===== src/misc_pkg.sv =====
// misc pipe shared definitions
// widths, op encodings, csr map and the op-field union
package misc_pkg;

  localparam int XLEN   = 32;
  localparam int OP_W   = 5;
  localparam int CSR_AW = 14;
  localparam int RD_W   = 5;  // architectural register index

  typedef enum logic [1:0] {
    BR   = 2'd0,
    PRIV = 2'd1,
    CNT  = 2'd2
  } instr_type_e;

  typedef enum logic [OP_W-1:0] {
    BEQ  = 5'd0,
    BNE  = 5'd1,
    BLT  = 5'd2,
    BGE  = 5'd3,
    BLTU = 5'd4,
    BGEU = 5'd5,
    B    = 5'd6,
    BL   = 5'd7,
    JIRL = 5'd8
  } br_op_e;

  typedef enum logic [OP_W-1:0] {
    CSRRD   = 5'd0,
    CSRWR   = 5'd1,
    CSRXCHG = 5'd2,
    ERTN    = 5'd3,
    IDLE    = 5'd4
  } priv_op_e;

  typedef enum logic [OP_W-1:0] {
    RDCNTVL = 5'd0,
    RDCNTVH = 5'd1,
    RDCNTID = 5'd2
  } cnt_op_e;

  // one op word, member picked by instr_type_e
  typedef union packed {
    br_op_e   br;
    priv_op_e priv;
    cnt_op_e  cnt;
  } misc_op_u;

  // implemented csrs, anything else reads zero
  localparam logic [CSR_AW-1:0] CSR_CRMD  = 14'h000;
  localparam logic [CSR_AW-1:0] CSR_ERA   = 14'h006;
  localparam logic [CSR_AW-1:0] CSR_SAVE0 = 14'h030;
  localparam logic [CSR_AW-1:0] CSR_TID   = 14'h040;
  localparam int                CSR_NUM   = 4;

  localparam logic [XLEN-1:0] TID_RESET = 32'h0000_0005;

endpackage


===== src/misc_if.sv =====
// issue and writeback bundles of the misc pipe

interface misc_issue_if;
  logic                          valid;
  misc_pkg::instr_type_e         instr_type;
  misc_pkg::misc_op_u            op;
  logic [misc_pkg::XLEN-1:0]     src0;
  logic [misc_pkg::XLEN-1:0]     src1;
  logic [misc_pkg::XLEN-1:0]     imm;
  logic [misc_pkg::XLEN-1:0]     pc;
  logic [misc_pkg::XLEN-1:0]     npc;  // predicted next pc
  logic [misc_pkg::RD_W-1:0]     rd;
  logic                          rd_valid;
  logic                          ready;

  modport pipe (
    input  valid, instr_type, op, src0, src1, imm, pc, npc, rd, rd_valid,
    output ready
  );
endinterface

interface misc_wb_if;
  logic                          valid;
  logic                          we;
  logic [misc_pkg::RD_W-1:0]     rd;
  logic [misc_pkg::XLEN-1:0]     wdata;
  logic                          redirect;
  logic [misc_pkg::XLEN-1:0]     target;
  logic                          csr_we;
  logic [misc_pkg::CSR_AW-1:0]   csr_addr;
  logic [misc_pkg::XLEN-1:0]     csr_wdata;
  logic                          ertn;
  logic                          idle;
  logic                          ready;

  modport src (
    output valid, we, rd, wdata, redirect, target, csr_we, csr_addr, csr_wdata, ertn, idle,
    input  ready
  );

  // commit watchers
  modport mon (
    input valid, we, rd, wdata, redirect, target, csr_we, csr_addr, csr_wdata, ertn, idle,
    input ready
  );
endinterface


===== src/branch_unit.sv =====
// branch resolution
// compare, target and mispredict check against the predicted npc

module branch_unit (
  input  logic                      valid_i,
  input  misc_pkg::br_op_e          op_i,
  input  logic [misc_pkg::XLEN-1:0] pc_i,
  input  logic [misc_pkg::XLEN-1:0] npc_i,
  input  logic [misc_pkg::XLEN-1:0] imm_i,
  input  logic [misc_pkg::XLEN-1:0] src0_i,
  input  logic [misc_pkg::XLEN-1:0] src1_i,
  output logic                      taken_o,
  output logic [misc_pkg::XLEN-1:0] target_o,
  output logic                      redirect_o
);

  logic                      eq;
  logic                      lt_s;
  logic                      lt_u;
  logic                      cond;
  logic [misc_pkg::XLEN-1:0] fall_pc;
  logic [misc_pkg::XLEN-1:0] next_pc;

  assign eq   = (src0_i == src1_i);
  assign lt_s = ($signed(src0_i) < $signed(src1_i));
  assign lt_u = (src0_i < src1_i);

  always_comb begin
    case (op_i)
      misc_pkg::BEQ:  cond = eq;
      misc_pkg::BNE:  cond = ~eq;
      misc_pkg::BLT:  cond = lt_s;
      misc_pkg::BGE:  cond = ~lt_s;
      misc_pkg::BLTU: cond = lt_u;
      misc_pkg::BGEU: cond = ~lt_u;
      misc_pkg::B,
      misc_pkg::BL,
      misc_pkg::JIRL: cond = 1'b1;  // unconditional
      default:        cond = 1'b0;
    endcase
  end

  // jirl is register indirect
  assign target_o = (op_i == misc_pkg::JIRL) ? src0_i + imm_i : pc_i + imm_i;
  assign fall_pc  = pc_i + misc_pkg::XLEN'(4);
  assign taken_o  = valid_i & cond;
  assign next_pc  = taken_o ? target_o : fall_pc;

  // mispredict when resolved pc differs from the predicted one
  assign redirect_o = valid_i & (next_pc != npc_i);

endmodule


===== src/stable_counter.sv =====
// stable counter
// free-running 64-bit time base, wraps at the top

module stable_counter (
  input  logic        clk,
  input  logic        rst_n,
  output logic [63:0] value_o
);

  logic [63:0] cnt_q;

  always_ff @(posedge clk or negedge rst_n) begin
    if (!rst_n) begin
      cnt_q <= '0;
    end else begin
      cnt_q <= cnt_q + 64'd1;  // wraps naturally
    end
  end

  assign value_o = cnt_q;

endmodule


===== src/csr_regs.sv =====
// small csr file
// combinational read in s0, write on a committed record with csr_we

module csr_regs (
  input  logic                        clk,
  input  logic                        rst_n,
  input  logic [misc_pkg::CSR_AW-1:0] raddr_i,
  output logic [misc_pkg::XLEN-1:0]   rdata_o,
  misc_wb_if.mon                      commit,
  output logic [misc_pkg::XLEN-1:0]   era_o
);

  // slot order: crmd, era, save0, tid
  logic [misc_pkg::XLEN-1:0]  csr_q [misc_pkg::CSR_NUM];
  logic [misc_pkg::CSR_NUM-1:0] rsel;
  logic [misc_pkg::CSR_NUM-1:0] wsel;
  logic                         wr_en;

  // one-hot slot select, all zero on a miss
  function automatic logic [misc_pkg::CSR_NUM-1:0] csr_sel(
    input logic [misc_pkg::CSR_AW-1:0] addr
  );
    logic [misc_pkg::CSR_NUM-1:0] sel;
    sel = '0;
    case (addr)
      misc_pkg::CSR_CRMD:  sel[0] = 1'b1;
      misc_pkg::CSR_ERA:   sel[1] = 1'b1;
      misc_pkg::CSR_SAVE0: sel[2] = 1'b1;
      misc_pkg::CSR_TID:   sel[3] = 1'b1;
      default:             sel    = '0;
    endcase
    return sel;
  endfunction

  assign rsel  = csr_sel(raddr_i);
  assign wsel  = csr_sel(commit.csr_addr);
  assign wr_en = commit.valid & commit.ready & commit.csr_we;

  always_ff @(posedge clk or negedge rst_n) begin
    if (!rst_n) begin
      for (int i = 0; i < misc_pkg::CSR_NUM; i++) begin
        csr_q[i] <= (i == 3) ? misc_pkg::TID_RESET : '0;
      end
    end else if (wr_en) begin
      for (int i = 0; i < misc_pkg::CSR_NUM; i++) begin
        if (wsel[i]) csr_q[i] <= commit.csr_wdata;
      end
    end
  end

  always_comb begin
    rdata_o = '0;  // unimplemented reads zero
    for (int i = 0; i < misc_pkg::CSR_NUM; i++) begin
      if (rsel[i]) rdata_o = csr_q[i];
    end
  end

  assign era_o = csr_q[1];

endmodule


===== src/idle_fsm.sv =====
// run/idle state machine
// blocks issue after an idle commits, wakes on the wake pulse

module idle_fsm (
  input  logic   clk,
  input  logic   rst_n,
  misc_wb_if.mon commit,
  input  logic   wake_i,
  output logic   issue_allow_o,
  output logic   idle_o
);

  logic idle_q;   // state bit, 0 = RUN, 1 = IDLE
  logic idle_d;
  logic allow_q;
  logic idle_commit;

  assign idle_commit = commit.valid & commit.ready & commit.idle;

  // RUN -> IDLE on idle commit
  // IDLE -> RUN on wake, wake ignored in RUN
  always_comb begin
    idle_d = idle_q;
    if (!idle_q && idle_commit) begin
      idle_d = 1'b1;
    end else if (idle_q && wake_i) begin
      idle_d = 1'b0;
    end
  end

  always_ff @(posedge clk or negedge rst_n) begin
    if (!rst_n) begin
      idle_q  <= 1'b0;
      allow_q <= 1'b1;
    end else begin
      idle_q  <= idle_d;
      allow_q <= ~idle_d;  // registered copy for the issue gate
    end
  end

  assign idle_o        = idle_q;
  assign issue_allow_o = allow_q;

endmodule


===== src/misc_pipe.sv =====
// misc execution pipe
// s0 accept and csr/counter sample, s1 execute, s2 writeback record

module misc_pipe (
  input  logic                        clk,
  input  logic                        rst_n,
  input  logic                        flush_i,
  misc_issue_if.pipe                  issue,
  misc_wb_if.src                      wb,
  input  logic                        issue_allow_i,
  output logic [misc_pkg::CSR_AW-1:0] csr_raddr_o,
  input  logic [misc_pkg::XLEN-1:0]   csr_rdata_i,
  input  logic [63:0]                 cnt_value_i,
  input  logic [misc_pkg::XLEN-1:0]   era_i
);

  logic s1_ready;
  logic s2_ready;
  logic issue_fire;

  // ======================== stage 0 =========================
  assign issue.ready = s1_ready & issue_allow_i;
  assign issue_fire  = issue.valid & issue.ready;

  // rdcntid reads TID through the csr port
  assign csr_raddr_o = (issue.instr_type == misc_pkg::CNT && issue.op.cnt == misc_pkg::RDCNTID)
                       ? misc_pkg::CSR_TID : issue.imm[misc_pkg::CSR_AW-1:0];

  // ======================== stage 1 =========================
  logic                      s1_valid;
  misc_pkg::instr_type_e     s1_type;
  misc_pkg::misc_op_u        s1_op;
  logic [misc_pkg::XLEN-1:0] s1_src0;
  logic [misc_pkg::XLEN-1:0] s1_src1;
  logic [misc_pkg::XLEN-1:0] s1_imm;
  logic [misc_pkg::XLEN-1:0] s1_pc;
  logic [misc_pkg::XLEN-1:0] s1_npc;
  logic [misc_pkg::RD_W-1:0] s1_rd;
  logic                      s1_rd_valid;
  logic [misc_pkg::XLEN-1:0] s1_csr_rdata;
  logic [63:0]               s1_cnt;

  assign s1_ready = s2_ready | ~s1_valid;

  always_ff @(posedge clk or negedge rst_n) begin
    if (!rst_n) begin
      s1_valid <= 1'b0;
    end else if (flush_i) begin
      s1_valid <= 1'b0;
    end else if (s1_ready) begin
      s1_valid <= issue.valid & issue_allow_i;
    end
  end

  always_ff @(posedge clk) begin
    if (issue_fire) begin
      s1_type      <= issue.instr_type;
      s1_op        <= issue.op;
      s1_src0      <= issue.src0;
      s1_src1      <= issue.src1;
      s1_imm       <= issue.imm;
      s1_pc        <= issue.pc;
      s1_npc       <= issue.npc;
      s1_rd        <= issue.rd;
      s1_rd_valid  <= issue.rd_valid;
      s1_csr_rdata <= csr_rdata_i;  // sampled at accept
      s1_cnt       <= cnt_value_i;
    end
  end

  logic                      s1_is_br;
  logic                      s1_is_priv;
  logic [misc_pkg::XLEN-1:0] s1_link;
  logic                      s1_csr_we;
  logic [misc_pkg::XLEN-1:0] s1_csr_wdata;
  logic                      s1_ertn;
  logic                      s1_idle;
  logic [misc_pkg::XLEN-1:0] s1_cnt_sel;
  logic [misc_pkg::XLEN-1:0] s1_wdata;
  logic                      s1_redirect;
  logic [misc_pkg::XLEN-1:0] s1_target;
  logic                      br_taken;
  logic                      br_redirect;
  logic [misc_pkg::XLEN-1:0] br_target;

  assign s1_is_br   = (s1_type == misc_pkg::BR);
  assign s1_is_priv = (s1_type == misc_pkg::PRIV);
  assign s1_link    = s1_pc + misc_pkg::XLEN'(4);  // bl/jirl link

  assign s1_csr_we = s1_is_priv &
                     (s1_op.priv == misc_pkg::CSRWR | s1_op.priv == misc_pkg::CSRXCHG);
  // xchg: mask bit set takes src0, clear keeps old
  assign s1_csr_wdata = (s1_op.priv == misc_pkg::CSRXCHG)
                        ? (s1_csr_rdata & ~s1_src1) | (s1_src0 & s1_src1) : s1_src0;
  assign s1_ertn = s1_is_priv & (s1_op.priv == misc_pkg::ERTN);
  assign s1_idle = s1_is_priv & (s1_op.priv == misc_pkg::IDLE);

  always_comb begin
    case (s1_op.cnt)
      misc_pkg::RDCNTVL: s1_cnt_sel = s1_cnt[31:0];
      misc_pkg::RDCNTVH: s1_cnt_sel = s1_cnt[63:32];
      misc_pkg::RDCNTID: s1_cnt_sel = s1_csr_rdata;  // TID
      default:           s1_cnt_sel = '0;
    endcase
  end

  always_comb begin
    case (s1_type)
      misc_pkg::BR:   s1_wdata = s1_link;
      misc_pkg::PRIV: s1_wdata = s1_csr_rdata;  // old csr value
      misc_pkg::CNT:  s1_wdata = s1_cnt_sel;
      default:        s1_wdata = '0;
    endcase
  end

  branch_unit u_branch (
    .valid_i    (s1_valid & s1_is_br),
    .op_i       (s1_op.br),
    .pc_i       (s1_pc),
    .npc_i      (s1_npc),
    .imm_i      (s1_imm),
    .src0_i     (s1_src0),
    .src1_i     (s1_src1),
    .taken_o    (br_taken),
    .target_o   (br_target),
    .redirect_o (br_redirect)
  );

  assign s1_redirect = s1_ertn | br_redirect;
  assign s1_target   = s1_ertn ? era_i : (br_taken ? br_target : s1_link);

  // ======================== stage 2 =========================
  assign s2_ready = ~wb.valid | wb.ready;

  always_ff @(posedge clk or negedge rst_n) begin
    if (!rst_n) begin
      wb.valid    <= 1'b0;
      wb.we       <= 1'b0;
      wb.redirect <= 1'b0;
      wb.csr_we   <= 1'b0;
      wb.ertn     <= 1'b0;
      wb.idle     <= 1'b0;
    end else if (flush_i) begin
      wb.valid    <= 1'b0;
      wb.we       <= 1'b0;
      wb.redirect <= 1'b0;
      wb.csr_we   <= 1'b0;
      wb.ertn     <= 1'b0;
      wb.idle     <= 1'b0;
    end else if (s2_ready) begin
      wb.valid    <= s1_valid;
      wb.we       <= s1_valid & s1_rd_valid;
      wb.redirect <= s1_valid & s1_redirect;
      wb.csr_we   <= s1_valid & s1_csr_we;
      wb.ertn     <= s1_valid & s1_ertn;
      wb.idle     <= s1_valid & s1_idle;
    end
  end

  always_ff @(posedge clk) begin
    if (s2_ready && s1_valid) begin
      wb.rd        <= s1_rd;
      wb.wdata     <= s1_wdata;
      wb.target    <= s1_target;
      wb.csr_addr  <= s1_imm[misc_pkg::CSR_AW-1:0];
      wb.csr_wdata <= s1_csr_wdata;
    end
  end

endmodule


===== src/misc_unit_top.sv =====
// misc unit top level
// plain ports onto the issue/wb bundles, pipe plus csr, counter and idle control

module misc_unit_top (
  input  logic                        clk,
  input  logic                        rst_n,
  input  logic                        flush_i,
  input  logic                        wake_i,
  input  logic                        issue_valid_i,
  input  logic [1:0]                  issue_type_i,
  input  logic [misc_pkg::OP_W-1:0]   issue_op_i,
  input  logic [misc_pkg::XLEN-1:0]   issue_src0_i,
  input  logic [misc_pkg::XLEN-1:0]   issue_src1_i,
  input  logic [misc_pkg::XLEN-1:0]   issue_imm_i,
  input  logic [misc_pkg::XLEN-1:0]   issue_pc_i,
  input  logic [misc_pkg::XLEN-1:0]   issue_npc_i,
  input  logic [misc_pkg::RD_W-1:0]   issue_rd_i,
  input  logic                        issue_rd_valid_i,
  output logic                        issue_ready_o,
  output logic                        wb_valid_o,
  output logic                        wb_we_o,
  output logic [misc_pkg::RD_W-1:0]   wb_rd_o,
  output logic [misc_pkg::XLEN-1:0]   wb_wdata_o,
  output logic                        wb_redirect_o,
  output logic [misc_pkg::XLEN-1:0]   wb_target_o,
  output logic                        wb_ertn_o,
  output logic                        wb_idle_o,
  input  logic                        wb_ready_i,
  output logic                        idle_o
);

  misc_issue_if issue_if ();
  misc_wb_if    wb_if ();

  logic                        issue_allow;
  logic [misc_pkg::CSR_AW-1:0] csr_raddr;
  logic [misc_pkg::XLEN-1:0]   csr_rdata;
  logic [misc_pkg::XLEN-1:0]   era;
  logic [63:0]                 cnt_value;

  // issue side
  assign issue_if.valid      = issue_valid_i;
  assign issue_if.instr_type = misc_pkg::instr_type_e'(issue_type_i);
  assign issue_if.op         = misc_pkg::misc_op_u'(issue_op_i);
  assign issue_if.src0       = issue_src0_i;
  assign issue_if.src1       = issue_src1_i;
  assign issue_if.imm        = issue_imm_i;
  assign issue_if.pc         = issue_pc_i;
  assign issue_if.npc        = issue_npc_i;
  assign issue_if.rd         = issue_rd_i;
  assign issue_if.rd_valid   = issue_rd_valid_i;
  assign issue_ready_o       = issue_if.ready;

  // writeback side
  assign wb_if.ready   = wb_ready_i;
  assign wb_valid_o    = wb_if.valid;
  assign wb_we_o       = wb_if.we;
  assign wb_rd_o       = wb_if.rd;
  assign wb_wdata_o    = wb_if.wdata;
  assign wb_redirect_o = wb_if.redirect;
  assign wb_target_o   = wb_if.target;
  assign wb_ertn_o     = wb_if.ertn;
  assign wb_idle_o     = wb_if.idle;

  misc_pipe u_pipe (
    .clk           (clk),
    .rst_n         (rst_n),
    .flush_i       (flush_i),
    .issue         (issue_if.pipe),
    .wb            (wb_if.src),
    .issue_allow_i (issue_allow),
    .csr_raddr_o   (csr_raddr),
    .csr_rdata_i   (csr_rdata),
    .cnt_value_i   (cnt_value),
    .era_i         (era)
  );

  csr_regs u_csr (
    .clk     (clk),
    .rst_n   (rst_n),
    .raddr_i (csr_raddr),
    .rdata_o (csr_rdata),
    .commit  (wb_if.mon),
    .era_o   (era)
  );

  stable_counter u_cnt (
    .clk     (clk),
    .rst_n   (rst_n),
    .value_o (cnt_value)
  );

  idle_fsm u_idle (
    .clk           (clk),
    .rst_n         (rst_n),
    .commit        (wb_if.mon),
    .wake_i        (wake_i),
    .issue_allow_o (issue_allow),
    .idle_o        (idle_o)
  );

endmodule


===== config.mk =====
export PLATFORM = sky130hd
export DESIGN_NAME = misc_unit_top
export DESIGN_NICKNAME = d
export VERILOG_FILES = /design/src/misc_pkg.sv /design/src/misc_if.sv /design/src/branch_unit.sv /design/src/stable_counter.sv /design/src/csr_regs.sv /design/src/idle_fsm.sv /design/src/misc_pipe.sv /design/src/misc_unit_top.sv
export SDC_FILE = /design/constraint.sdc
export NUM_CORES = 1
export LEC_CHECK = 0
export ABC_AREA = 0
export BUFFER_PORTS_ARGS = -buffer_cell sky130_fd_sc_hd__buf_4
export CAP_MARGIN = 40
export CORE_ASPECT_RATIO = 0.9
export CORE_MARGIN = 2
export CORE_UTILIZATION = 50
export DETAILED_ROUTE_END_ITERATION = 10
export PLACE_DENSITY_LB_ADDON = 0.3
export SYNTH_ARGS = -nofsm -noshare
export SYNTH_HDL_FRONTEND = slang
export SYNTH_SLANG_ARGS = --single-unit
export TNS_END_PERCENT = 50

===== constraint.sdc =====
create_clock -name clk -period 14.9 [get_ports clk]
set_input_delay 2.235 -clock clk [delete_from_list [all_inputs] [get_ports clk]]
set_output_delay 2.235 -clock clk [all_outputs]
set_load 0.1 [all_outputs]

# ---- Word-level counts from Yosys, hierarchy flattened
# Cells that the tools add are included.
dict set report word_totals {
  out_inout_bits 76
  in_bits 179
  regBits 585
}
dict set report op_classes {
  n_lt_le_gt_ge 2
  reduce_logical 16
  add_sub_neg 4
  n_bitwise 31
  mux 36
  eq_ne 20
}
# cell n
set ops {}
lappend ops {{32-bit two-way mux} 8}
lappend ops {{32-bit one-hot mux with 3 select lines} 2}
lappend ops {{32-bit adder} 2}
lappend ops {{64-bit by 1-bit adder with 64-bit output, second input constant} 1}
lappend ops {{32-bit AND} 2}
lappend ops {{32-bit less-than comparator} 2}
lappend ops {{32-bit by 3-bit adder with 32-bit output, second input constant} 1}
lappend ops {{32-bit equality test} 1}
lappend ops {{32-bit inequality test} 1}
lappend ops {{32-bit NOT} 1}
lappend ops {{32-bit bitwise OR} 1}
lappend ops {{14-bit by 3-bit equality test with 1-bit output, second input constant} 2}
lappend ops {{14-bit by 6-bit equality test with 1-bit output, second input constant} 2}
lappend ops {{14-bit by 7-bit equality test with 1-bit output, second input constant} 2}
lappend ops {{14-bit logical NOT} 2}
lappend ops {{1-bit two-way mux} 24}
lappend ops {{5-bit by 3-bit equality test with 1-bit output, second input constant} 4}
lappend ops {{1-bit AND} 17}
lappend ops {{5-bit by 2-bit equality test with 1-bit output, second input constant} 3}
lappend ops {{14-bit two-way mux} 1}
lappend ops {{2-bit AND reduction} 4}
lappend ops {{1-bit one-hot mux with 7 select lines} 1}
lappend ops {{1-bit NOT} 6}
lappend ops {{5-bit by 1-bit equality test with 1-bit output, second input constant} 1}
lappend ops {{10 further kinds} 18}

# ---- Longest topological paths before layout
# Gate-level depths: netlist of run 1.
dict set report logic_depth {
  depth_word 11
  ltp_mapped 21
  mapped_depth_nobuf 19
}

# ---- Cells and area by module
# Synthesis of run 1 repeated with hierarchy kept, for this count alone.
dict set report hier_totals {
  hier_cells 2287
  hier_area_um2 28855.2
}
# module cells_each n_inst area_each_um2
set modules_own_cells {}
lappend modules_own_cells {misc_pipe 872 1 14794.2}
lappend modules_own_cells {csr_regs 512 1 6383.6}
lappend modules_own_cells {branch_unit 625 1 4604.4}
lappend modules_own_cells {stable_counter 273 1 2995.4}
lappend modules_own_cells {idle_fsm 5 1 77.6}

# ---- Least setup slack after synthesis of run 1
# No wires, ideal clock.
dict set report synth_timing {
  path_kind {input -> register}
  startpoint {input port wb_ready_i}
  endpoint {register u_pipe.s1_cnt[0] (enable)}
  cell_stages 5
  setup_ps 618
  arrival_time_ps 8497
  slack_ps 5784
  cell_sequence {nor2b_1 nand2_1 and2_1 nand2_1 inv_1}
}
dict set report synth_via {
  elab_chain_cells 4
}
# element line_no
set synth_rtl {}
lappend synth_rtl {{from (decl)} misc_unit_top.sv:28} ;# input logic wb_ready_i,
lappend synth_rtl {{1-bit bitwise OR} misc_pipe.sv:133} ;# assign s2_ready = ~wb.valid | wb.ready;
lappend synth_rtl {{1-bit bitwise OR} misc_pipe.sv:43} ;# assign s1_ready = s2_ready | ~s1_valid;
lappend synth_rtl {{1-bit AND} misc_pipe.sv:22} ;# assign issue.ready = s1_ready & issue_allow_i;
lappend synth_rtl {{via issue_ready_o} misc_unit_top.sv:19} ;# output logic issue_ready_o,
lappend synth_rtl {{1-bit AND} misc_pipe.sv:23} ;# assign issue_fire = issue.valid & issue.ready;
lappend synth_rtl {{via u_pipe.issue_fire} misc_pipe.sv:19} ;# logic issue_fire;
lappend synth_rtl {{to (signal assigned)} misc_pipe.sv:67} ;# s1_cnt <= cnt_value_i;
lappend synth_rtl {{to (decl)} misc_pipe.sv:41} ;# logic [63:0] s1_cnt;
# The timed path passes the listed nets, and every way through them passes these cells.
# A chain may end at the register's enable or synchronous reset.

# ---- Worst setup path in the final report of run 1
dict set report layout_timing {
  startpoint {register u_pipe.s1_op[0] (netlist name)}
  endpoint {register u_pipe.wb.redirect}
}
dict set report layout_via {
  elab_chain_cells 11
  elab_cells_between_ends 21
  classes_between {9 x eq/ne; 5 x mux; 5 x bitwise; 2 x reduce/logical}
}
# element line_no
set layout_rtl {}
lappend layout_rtl {{from (decl)} misc_pipe.sv:32} ;# misc_pkg::misc_op_u s1_op;
lappend layout_rtl {{from (signal assigned)} misc_pipe.sv:58} ;# s1_op <= issue.op;
lappend layout_rtl {{5-bit by 4-bit equality test with 1-bit output or 5-bit by 3-bit equality test with 1-bit output (tied branches)} {branch_unit.sv:29, branch_unit.sv:44}}
lappend layout_rtl {{3-bit OR reduction} branch_unit.sv:29} ;# case (op_i)
lappend layout_rtl {{1-bit one-hot mux with 7 select lines} branch_unit.sv:29}
lappend layout_rtl {{1-bit AND} branch_unit.sv:46} ;# assign taken_o = valid_i & cond;
lappend layout_rtl {{32-bit two-way mux} branch_unit.sv:47} ;# assign next_pc = taken_o ? target_o : fall_pc;
lappend layout_rtl {{32-bit inequality test} branch_unit.sv:50} ;# assign redirect_o = valid_i & (next_pc != npc_i);
lappend layout_rtl {{1-bit AND} branch_unit.sv:50}
lappend layout_rtl {{1-bit bitwise OR (*)} misc_pipe.sv:129} ;# assign s1_redirect = s1_ertn | br_redirect;
lappend layout_rtl {{1-bit AND (*)} misc_pipe.sv:153} ;# wb.redirect <= s1_valid & s1_redirect;
lappend layout_rtl {{1-bit two-way mux (*)} misc_pipe.sv:150} ;# end else if (s2_ready) begin
lappend layout_rtl {{1-bit two-way mux (*)} misc_pipe.sv:143} ;# end else if (flush_i) begin
lappend layout_rtl {{to (signal assigned)} misc_pipe.sv:153}
lappend layout_rtl {{to (decl)} misc_if.sv:37} ;# output valid, we, rd, wdata, redirect, target, csr_we, csr_addr, csr_wdata, ertn, idle,
# Mark *: on every way between the ends. The rest lies on a longest branch, timed or not. The select of a mux whose other input is x is not followed.

==> impl_metrics.tcl, run 1 <==
set metrics [dict create \
    cts_setup_buffers 0 \
    grt_pass1_wl_microns 119000 \
    start_util_pct 50.6 \
    status "finished, final reports clean" \
    clkTransAtPathRegs_ns 0.07 \
    synth_enable_flop_cells 384 \
    cap_violations 0 \
    grt_pass1_vias 18500 \
    crit_chain "nor3_1 -> nand2_1 -> nor2_4 -> buf_4 -> mux2_2 -> ha_1 -> a21oi_1 -> o211ai_1 -> a221oi_1 -> o21ai_0 -> o2111ai_1 -> nand4_1 -> nand4_1 -> or4bb_1 -> a22o_1 -> nor4_1 -> a31oi_1" \
    io_buffers 254 \
    critPathRequiredTime_ns 15.40 \
    setup_slack_ns 9.05 \
    cts_made_buffers 58 \
    cp.depth 17 \
    grt_max_degree 91 \
    criticalPathCategory "register to register" \
    yosys.area.top_type "edfxtp_1" \
    wl_per_cell_microns 26.4 \
    synth_top_area_share_pct 43.0 \
    ys_seq_area_share_pct 61.8 \
    crit_path_end_kind "register" \
    dieWidth_microns 248 \
    crit_fanout 18 \
    final_cell_mix "edfxtp_1, buf_4, mux2_2" \
    synth-seq-cells 585 \
    fin_crit_ns 5.85 \
    crit_path_frequent_cell "nand4_1" \
    final_common_cell "edfxtp_1" \
    synth_nets 2322 \
    post-dp-hpwl_microns 59700 \
    fillCellCount 4079 \
    synth.area.top_cells "edfxtp_1, dfrtp_1, mux2_2, xnor2_1, ha_1" \
    pre_cts_slack_ns 9.09 \
    vias 18900 \
    hp-class "register to register" \
    die_h_microns 224 \
    drive_above_1_share_pct 26.0 \
    crit_path_max_incr_delay_ns 0.63 \
    firstDrtPassIters 7 \
    hold_viol_final 0 \
    slew_headroom_pct 36.1 \
    syn_avg_cell_area_sq_um 12.9 \
    grt_overflow 0 \
    core-area_sq_um 53000 \
    fin_tns_setup_ns 0 \
    ioPinCount 255 \
    hold_depth 0 \
    h-tree-depth 2 \
    dieArea_sq_um 55500 \
    clock_skew_ns 0.0123 \
    antenna_left 0 \
    syn_inst 2077 \
    synthArstFlopShare_pct 34.4 \
    path_buf_inv 1 \
    power.density_nw_per_um2 118 \
    insertion_delay_ns 0.63 \
    synthFlopType "edfxtp_1" \
    clock.fmax_mhz 171 \
    cts_resized 0 \
    nNetsFinal 2590 \
    clock_sinks 585 \
    arrival_ns 6.35 \
    crit_slowest_cell "edfxtp_1" \
    drc 0 \
    cts_tree "yes" \
    rr_worst_depth 17 \
    clockRootBuffer "clkbuf_16" \
    tightest_slew_ns 0.956 \
    setup_viol 0 \
    finalCritPeriodShare_pct 39.3 \
    cts_hold_buf 0 \
    vdd_drop_max_v 0.000121 \
    ys_types 71 \
    p_total_uw 3760 \
    cp_top_family "simple AND/OR/NAND/NOR gates" \
    start_kind "register" \
    synthToLayoutAreaGrowth_pct 18.4 \
    netlist_area_sq_um 26800 \
    p_leak_uw 0.0131 \
    avgViaCountPerCell 6.10 \
    cts_buffer_depth 3 \
    antenna_found_initial 4 \
    antennaDiodeCount 0 \
    rsz0062_at_grt "no" \
    rows 80 \
    final_max_slew_viol_count 0 \
    drt_wl_total_microns 81500 \
    place_congestion 0.949 \
    grt.total_usage_pct 29.3 \
    drt_iter0_drc 2085 \
    ys_warn_count 0 \
]
-- path summary, 6_finish.rpt --
| kind | to | slack, ns | from |
|---|---|---|---|
| worst max-delay path | u_pipe.wb.redirect | 9.05 | u_pipe.s1_op[0] |
| worst min-delay path | u_pipe.wb.rd[1] | 0.42 | u_pipe.s1_rd[1] |
| worst max register to register | u_pipe.wb.redirect | 9.05 | u_pipe.s1_op[0] |
| worst min register to register | u_pipe.wb.rd[1] | 0.42 | u_pipe.s1_rd[1] |
| max in group asynchronous | u_csr.era_o[5] | 11.95 | rst_n |
| min in group asynchronous | u_cnt.value_o[4] | 1.64 | rst_n |
-- report_power, final --
group / switching (uW) / total, uW / internal, uW
Sequential: 53.7 / 1850 / 1800
Combinational: 260 / 397 / 137
Clock: 631 / 1510 / 878
Total: 945 / 3760 / 2810
-- worst register-to-register path, cell delays in order, from the launching register on --
cell	delay (ns)
edfxtp_1	0.63
nor3_1	0.41
nand2_1	0.16
nor2_4	0.44
buf_4	0.40
mux2_2	0.40
ha_1	0.42
a21oi_1	0.26
o211ai_1	0.13
a221oi_1	0.42
o21ai_0	0.19
o2111ai_1	0.38
nand4_1	0.21
nand4_1	0.15
or4bb_1	0.50
a22o_1	0.20
nor4_1	0.30
a31oi_1	0.12
-- layer usage --
layer	vias to the layer above	global-route usage [%]	part of all wire, %
li1	8261	-	-
met1	9472	42.1	41
met2	978	44.9	45
met3	141	5.67	10
met4	2	9.85	3.3
met5	-	0	0.016
-- layout make-up --
type	instances	area, sq um	area share (%)
Inverter	57	221	0.698
Tap cell	697	872	2.75
Timing Repair Buffer	293	2350	7.39
Multi-Input combinational cell	1350	9780	30.8
Sequential cell	585	16600	52.2
Clock inverter	37	415	1.31
Clock buffer	72	1550	4.87
-- logic make-up (layout without fill, tap and decap cells) --
family / count (synthesis) / in the layout / share of synthesized area [%]
XOR/XNOR: 161 / 161 / 5.41
AO/OA/AOI/OAI: 360 / 360 / 8.82
AND/OR/NAND/NOR: 539 / 539 / 9.48
flip-flops: 585 / 585 / 61.8
adder cells (fa/ha/maj): 66 / 66 / 3.11
buffers and inverters: 142 / 459 / 2.05
multiplexers: 224 / 224 / 9.32
-- state kept, by name (all words and copies together), names as in the netlist, 32 cells and up --
signal / flops
u_pipe.s1_cnt: 64
u_pipe.s1_csr_rdata: 32
u_pipe.s1_src1: 32
u_pipe.wb.target: 32
u_pipe.s1_src0: 32
u_csr.era_o: 32
u_csr.csr_q: 96
u_pipe.wb.wdata: 32
u_pipe.wb.csr_wdata: 32
u_pipe.s1_imm: 32
u_pipe.s1_npc: 32
u_pipe.s1_pc: 32
u_cnt.value_o: 64
-- per-stage QoR --
step	utilization [%]	hold WS (ns)	cell area, sq um	instances
global placement	55.8	0.401	29500	2969
finish	59.9	0.419	31700	3091
detailed placement	56.2	0.407	29800	2980
CTS	59.9	0.421	31700	3089
floorplan	-	0.400	26800	2077
global route	59.9	0.429	31700	3091
-- Yosys cell counts, types with 13 or more instances --
cell,count
mux2i_1,19
a222oi_1,29
xnor2_1,108
nor2b_1,16
a21oi_1,96
and3_1,21
nor4_1,13
nor3_1,16
nand3_1,47
edfxtp_1,384
inv_1,57
ha_1,65
o21ai_0,104
dfrtp_1,198
clkbuf_1,69
nand4_1,32
nor2_1,139
xor2_1,50
a221oi_1,34
nand2_1,196
mux2_2,205
Note: power is estimated with default switching activity, not from simulation.
==> run 2, diff against run 1 <==
ABC_AREA = 1   (was 0)
clock period = 4.8 ns   (was 14.9 ns; I/O delays follow)
==> run 2 against run 1 <==
  * Clock skew rose by 0.019 ns
  * Count of clock-buffer cells in the layout rose by 6
  * Critical path depth rose by 8
  * Utilization fell by 0.089 points
  * Worst hold slack got worse by 0.38 ns
  * Total power rose to 3.3 times the previous value
  * Wire length rose by 13%
  * Global-route usage rose by 2.8 points
  * Sequential cell count did not move
  * Via count rose by 18%
  * Sequential share of layout area fell by 1.3 points
  * Clock power rose to 3.2 times the previous value
  * Largest cell class unchanged
==> impl_metrics.tcl, run 2 <==
set metrics [dict create \
    status "finished, final reports clean" \
    tightest_slew_ns 0.891 \
    clock.fmax_mhz 227 \
    p_leak_uw 0.0141 \
    cts_tree "yes" \
    top_register "u_csr.csr_q" \
    finalCritPeriodShare_pct 91.8 \
    ioPinCount 255 \
    power.density_nw_per_um2 376 \
    antenna_found_initial 3 \
    met3_usage_pct 5.13 \
    final_cell_mix "nand2_1, edfxtp_1, inv_1" \
    fin_tns_setup_ns 0 \
    synth_enable_flop_cells 384 \
    die_h_microns 227 \
    place_congestion 1.04 \
    drt_iter0_drc 2682 \
    ys_seq_area_share_pct 60.0 \
    syn_inst 2761 \
    cp_top_family "simple AND/OR/NAND/NOR gates" \
    io_buffers 254 \
    vias 22200 \
    crit_slowest_cell "edfxtp_1" \
    grt.busiest_layer "met2" \
    grt_overflow 0 \
    synthFlopType "edfxtp_1" \
    cts_made_buffers 59 \
    grt_pass1_wl_microns 134000 \
    setup_viol 0 \
    final_max_slew_viol_count 0 \
    clkTransAtPathRegs_ns 0.07 \
    synth_top_area_share_pct 41.8 \
    drt_wl_total_microns 91900 \
    yosys.area.top_type "edfxtp_1" \
    rows 81 \
    synthToLayoutAreaGrowth_pct 18.0 \
    cap_violations 0 \
    finish.utilization_pct 59.9 \
    ys_types 57 \
    grt_pass1_vias 21000 \
    cts_buffer_depth 3 \
    clock_sinks 585 \
    slew_headroom_pct 40.6 \
    drc 0 \
    synthArstFlopShare_pct 34.4 \
    start_kind "register" \
    criticalPathCategory "register to register" \
    largest_reg_flops 96 \
    grt.total_usage_pct 32.1 \
    crit_path_max_incr_delay_ns 0.44 \
    path_buf_inv 3 \
    critPathRequiredTime_ns 5.32 \
    arrival_ns 4.93 \
    dieWidth_microns 252 \
    start_util_pct 50.7 \
    vdd_drop_max_v 0.000257 \
    fin_hold_ws_ns 0.0424 \
    wl_per_cell_microns 24.2 \
    grt_max_degree 146 \
    h-tree-depth 2 \
    ys_top_cells_by_count "nand2_1, edfxtp_1, inv_1" \
    crit_fanout 7 \
    hp-class "primary input to async pin" \
    rsz0062_at_grt "no" \
    nNetsFinal 3284 \
    ys_warn_count 0 \
    insertion_delay_ns 0.65 \
    crit_path_end_kind "register" \
    avgViaCountPerCell 5.84 \
    use_met2_pct 49.5 \
    netlist_area_sq_um 27600 \
    clockRootBuffer "clkbuf_16" \
    firstDrtPassIters 6 \
    synth.area.top_cells "edfxtp_1, dfrtp_1, nand2_1, inv_1, o21ai_0" \
    crit_path_frequent_cell "nand2_1" \
    cts_setup_buffers 0 \
    synth-seq-cells 585 \
    clock_skew_ns 0.0309 \
    use_met1_pct 45.5 \
    synth_nets 3006 \
    final_common_cell "nand2_1" \
    antenna_left 0 \
    fin_crit_ns 4.41 \
    post-dp-hpwl_microns 67500 \
    drive_above_1_share_pct 14.6 \
    hold_viol_final 0 \
    yosysMostFrequentCell "nand2_1" \
    syn_avg_cell_area_sq_um 10.0 \
    dieArea_sq_um 57100 \
    core-area_sq_um 54400 \
]
==> run 2: cell count changes in the layout (fill, tap and decap cells not counted), moves of 25 or more <==
cell | previous run | this run
a22oi_1 | 6 | 34
xnor2_1 | 108 | 30
nor2_1 | 135 | 186
nand2_1 | 196 | 626
mux2_2 | 205 | 0
nand3_1 | 47 | 125
xor2_1 | 50 | 75
a222oi_1 | 29 | 0
inv_1 | 56 | 349
a221oi_1 | 34 | 1
o21ai_0 | 104 | 221
nor3_1 | 13 | 45
==> run 2: layout make-up <==
type	instances	area (sq um)
timing repair buffer	290	2280
inverter	357	1360
clock inverter	34	364
sequential	585	16600
antenna	3	7.51
fill	4517	21800
clock buffer	78	1640
multi-input combinational	1746	9480
tap	705	882
==> run 2: power breakdown <==
part / internal (uW) / leakage [uW] / total [uW] / switching, uW
combinational: 456 / 0.00659 / 1600 / 1140
clock: 2730 / 0.000986 / 4780 / 2040
sequential: 5680 / 0.00651 / 5860 / 179
total: 8870 / 0.0141 / 12200 / 3360
==> run 2: final timing paths <==
| kind | cells after the start | to | from | slack [ns] |
|---|---|---|---|---|
| min in group clk | 1 | u_pipe.s1_src1[10] | issue_src1_i[10] | 0.24 |
| worst min-delay path | 1 | u_idle.idle_o | rst_n | 0.04 |
| max in group asynchronous | 3 | u_csr.csr_q[30] | rst_n | 3.48 |
| worst min register to register | 0 | u_pipe.wb.rd[1] | u_pipe.s1_rd[1] | 0.42 |
| worst max register to register | 25 | u_pipe.wb.redirect | u_pipe.s1_op[1] | 0.39 |
| worst max-delay path | 25 | u_pipe.wb.redirect | u_pipe.s1_op[1] | 0.39 |
==> run 2: per-layer routing <==
layer	wire [microns]	part of all wire [%]
met5	13	0.014
met4	4350	4.7
met3	8410	9.2
met2	40700	44
met1	38400	42
==> run 2: logic make-up after synthesis <==
group / synth area share (%)
flops: 60.0
buf+inv: 5.98
compound gates: 9.82
xor+xnor: 3.33
mux: 0.0362
fa+ha+maj: 3.02
simple gates: 17.8
==> run 2: metrics by stage <==
step           setup slack [ns]  std cells  total power (uW)  cell area [sq um]
6_report                  0.393       3798             12200              32600
2_1_floorplan            -0.467       2761              6870              27700
5_1_grt                  0.0166       3795             12600              32600
3_5_place_dp              0.345       3683              7510              30600
4_1_cts                   0.307       3795             12200              32600
3_3_place_gp              0.467       3681              7500              30500
==> run 2: timing repair <==
item,4_1_cts,5_1_grt
hold buffers,0,0
endpoints found under the setup margin,0,1
resized for setup,0,6
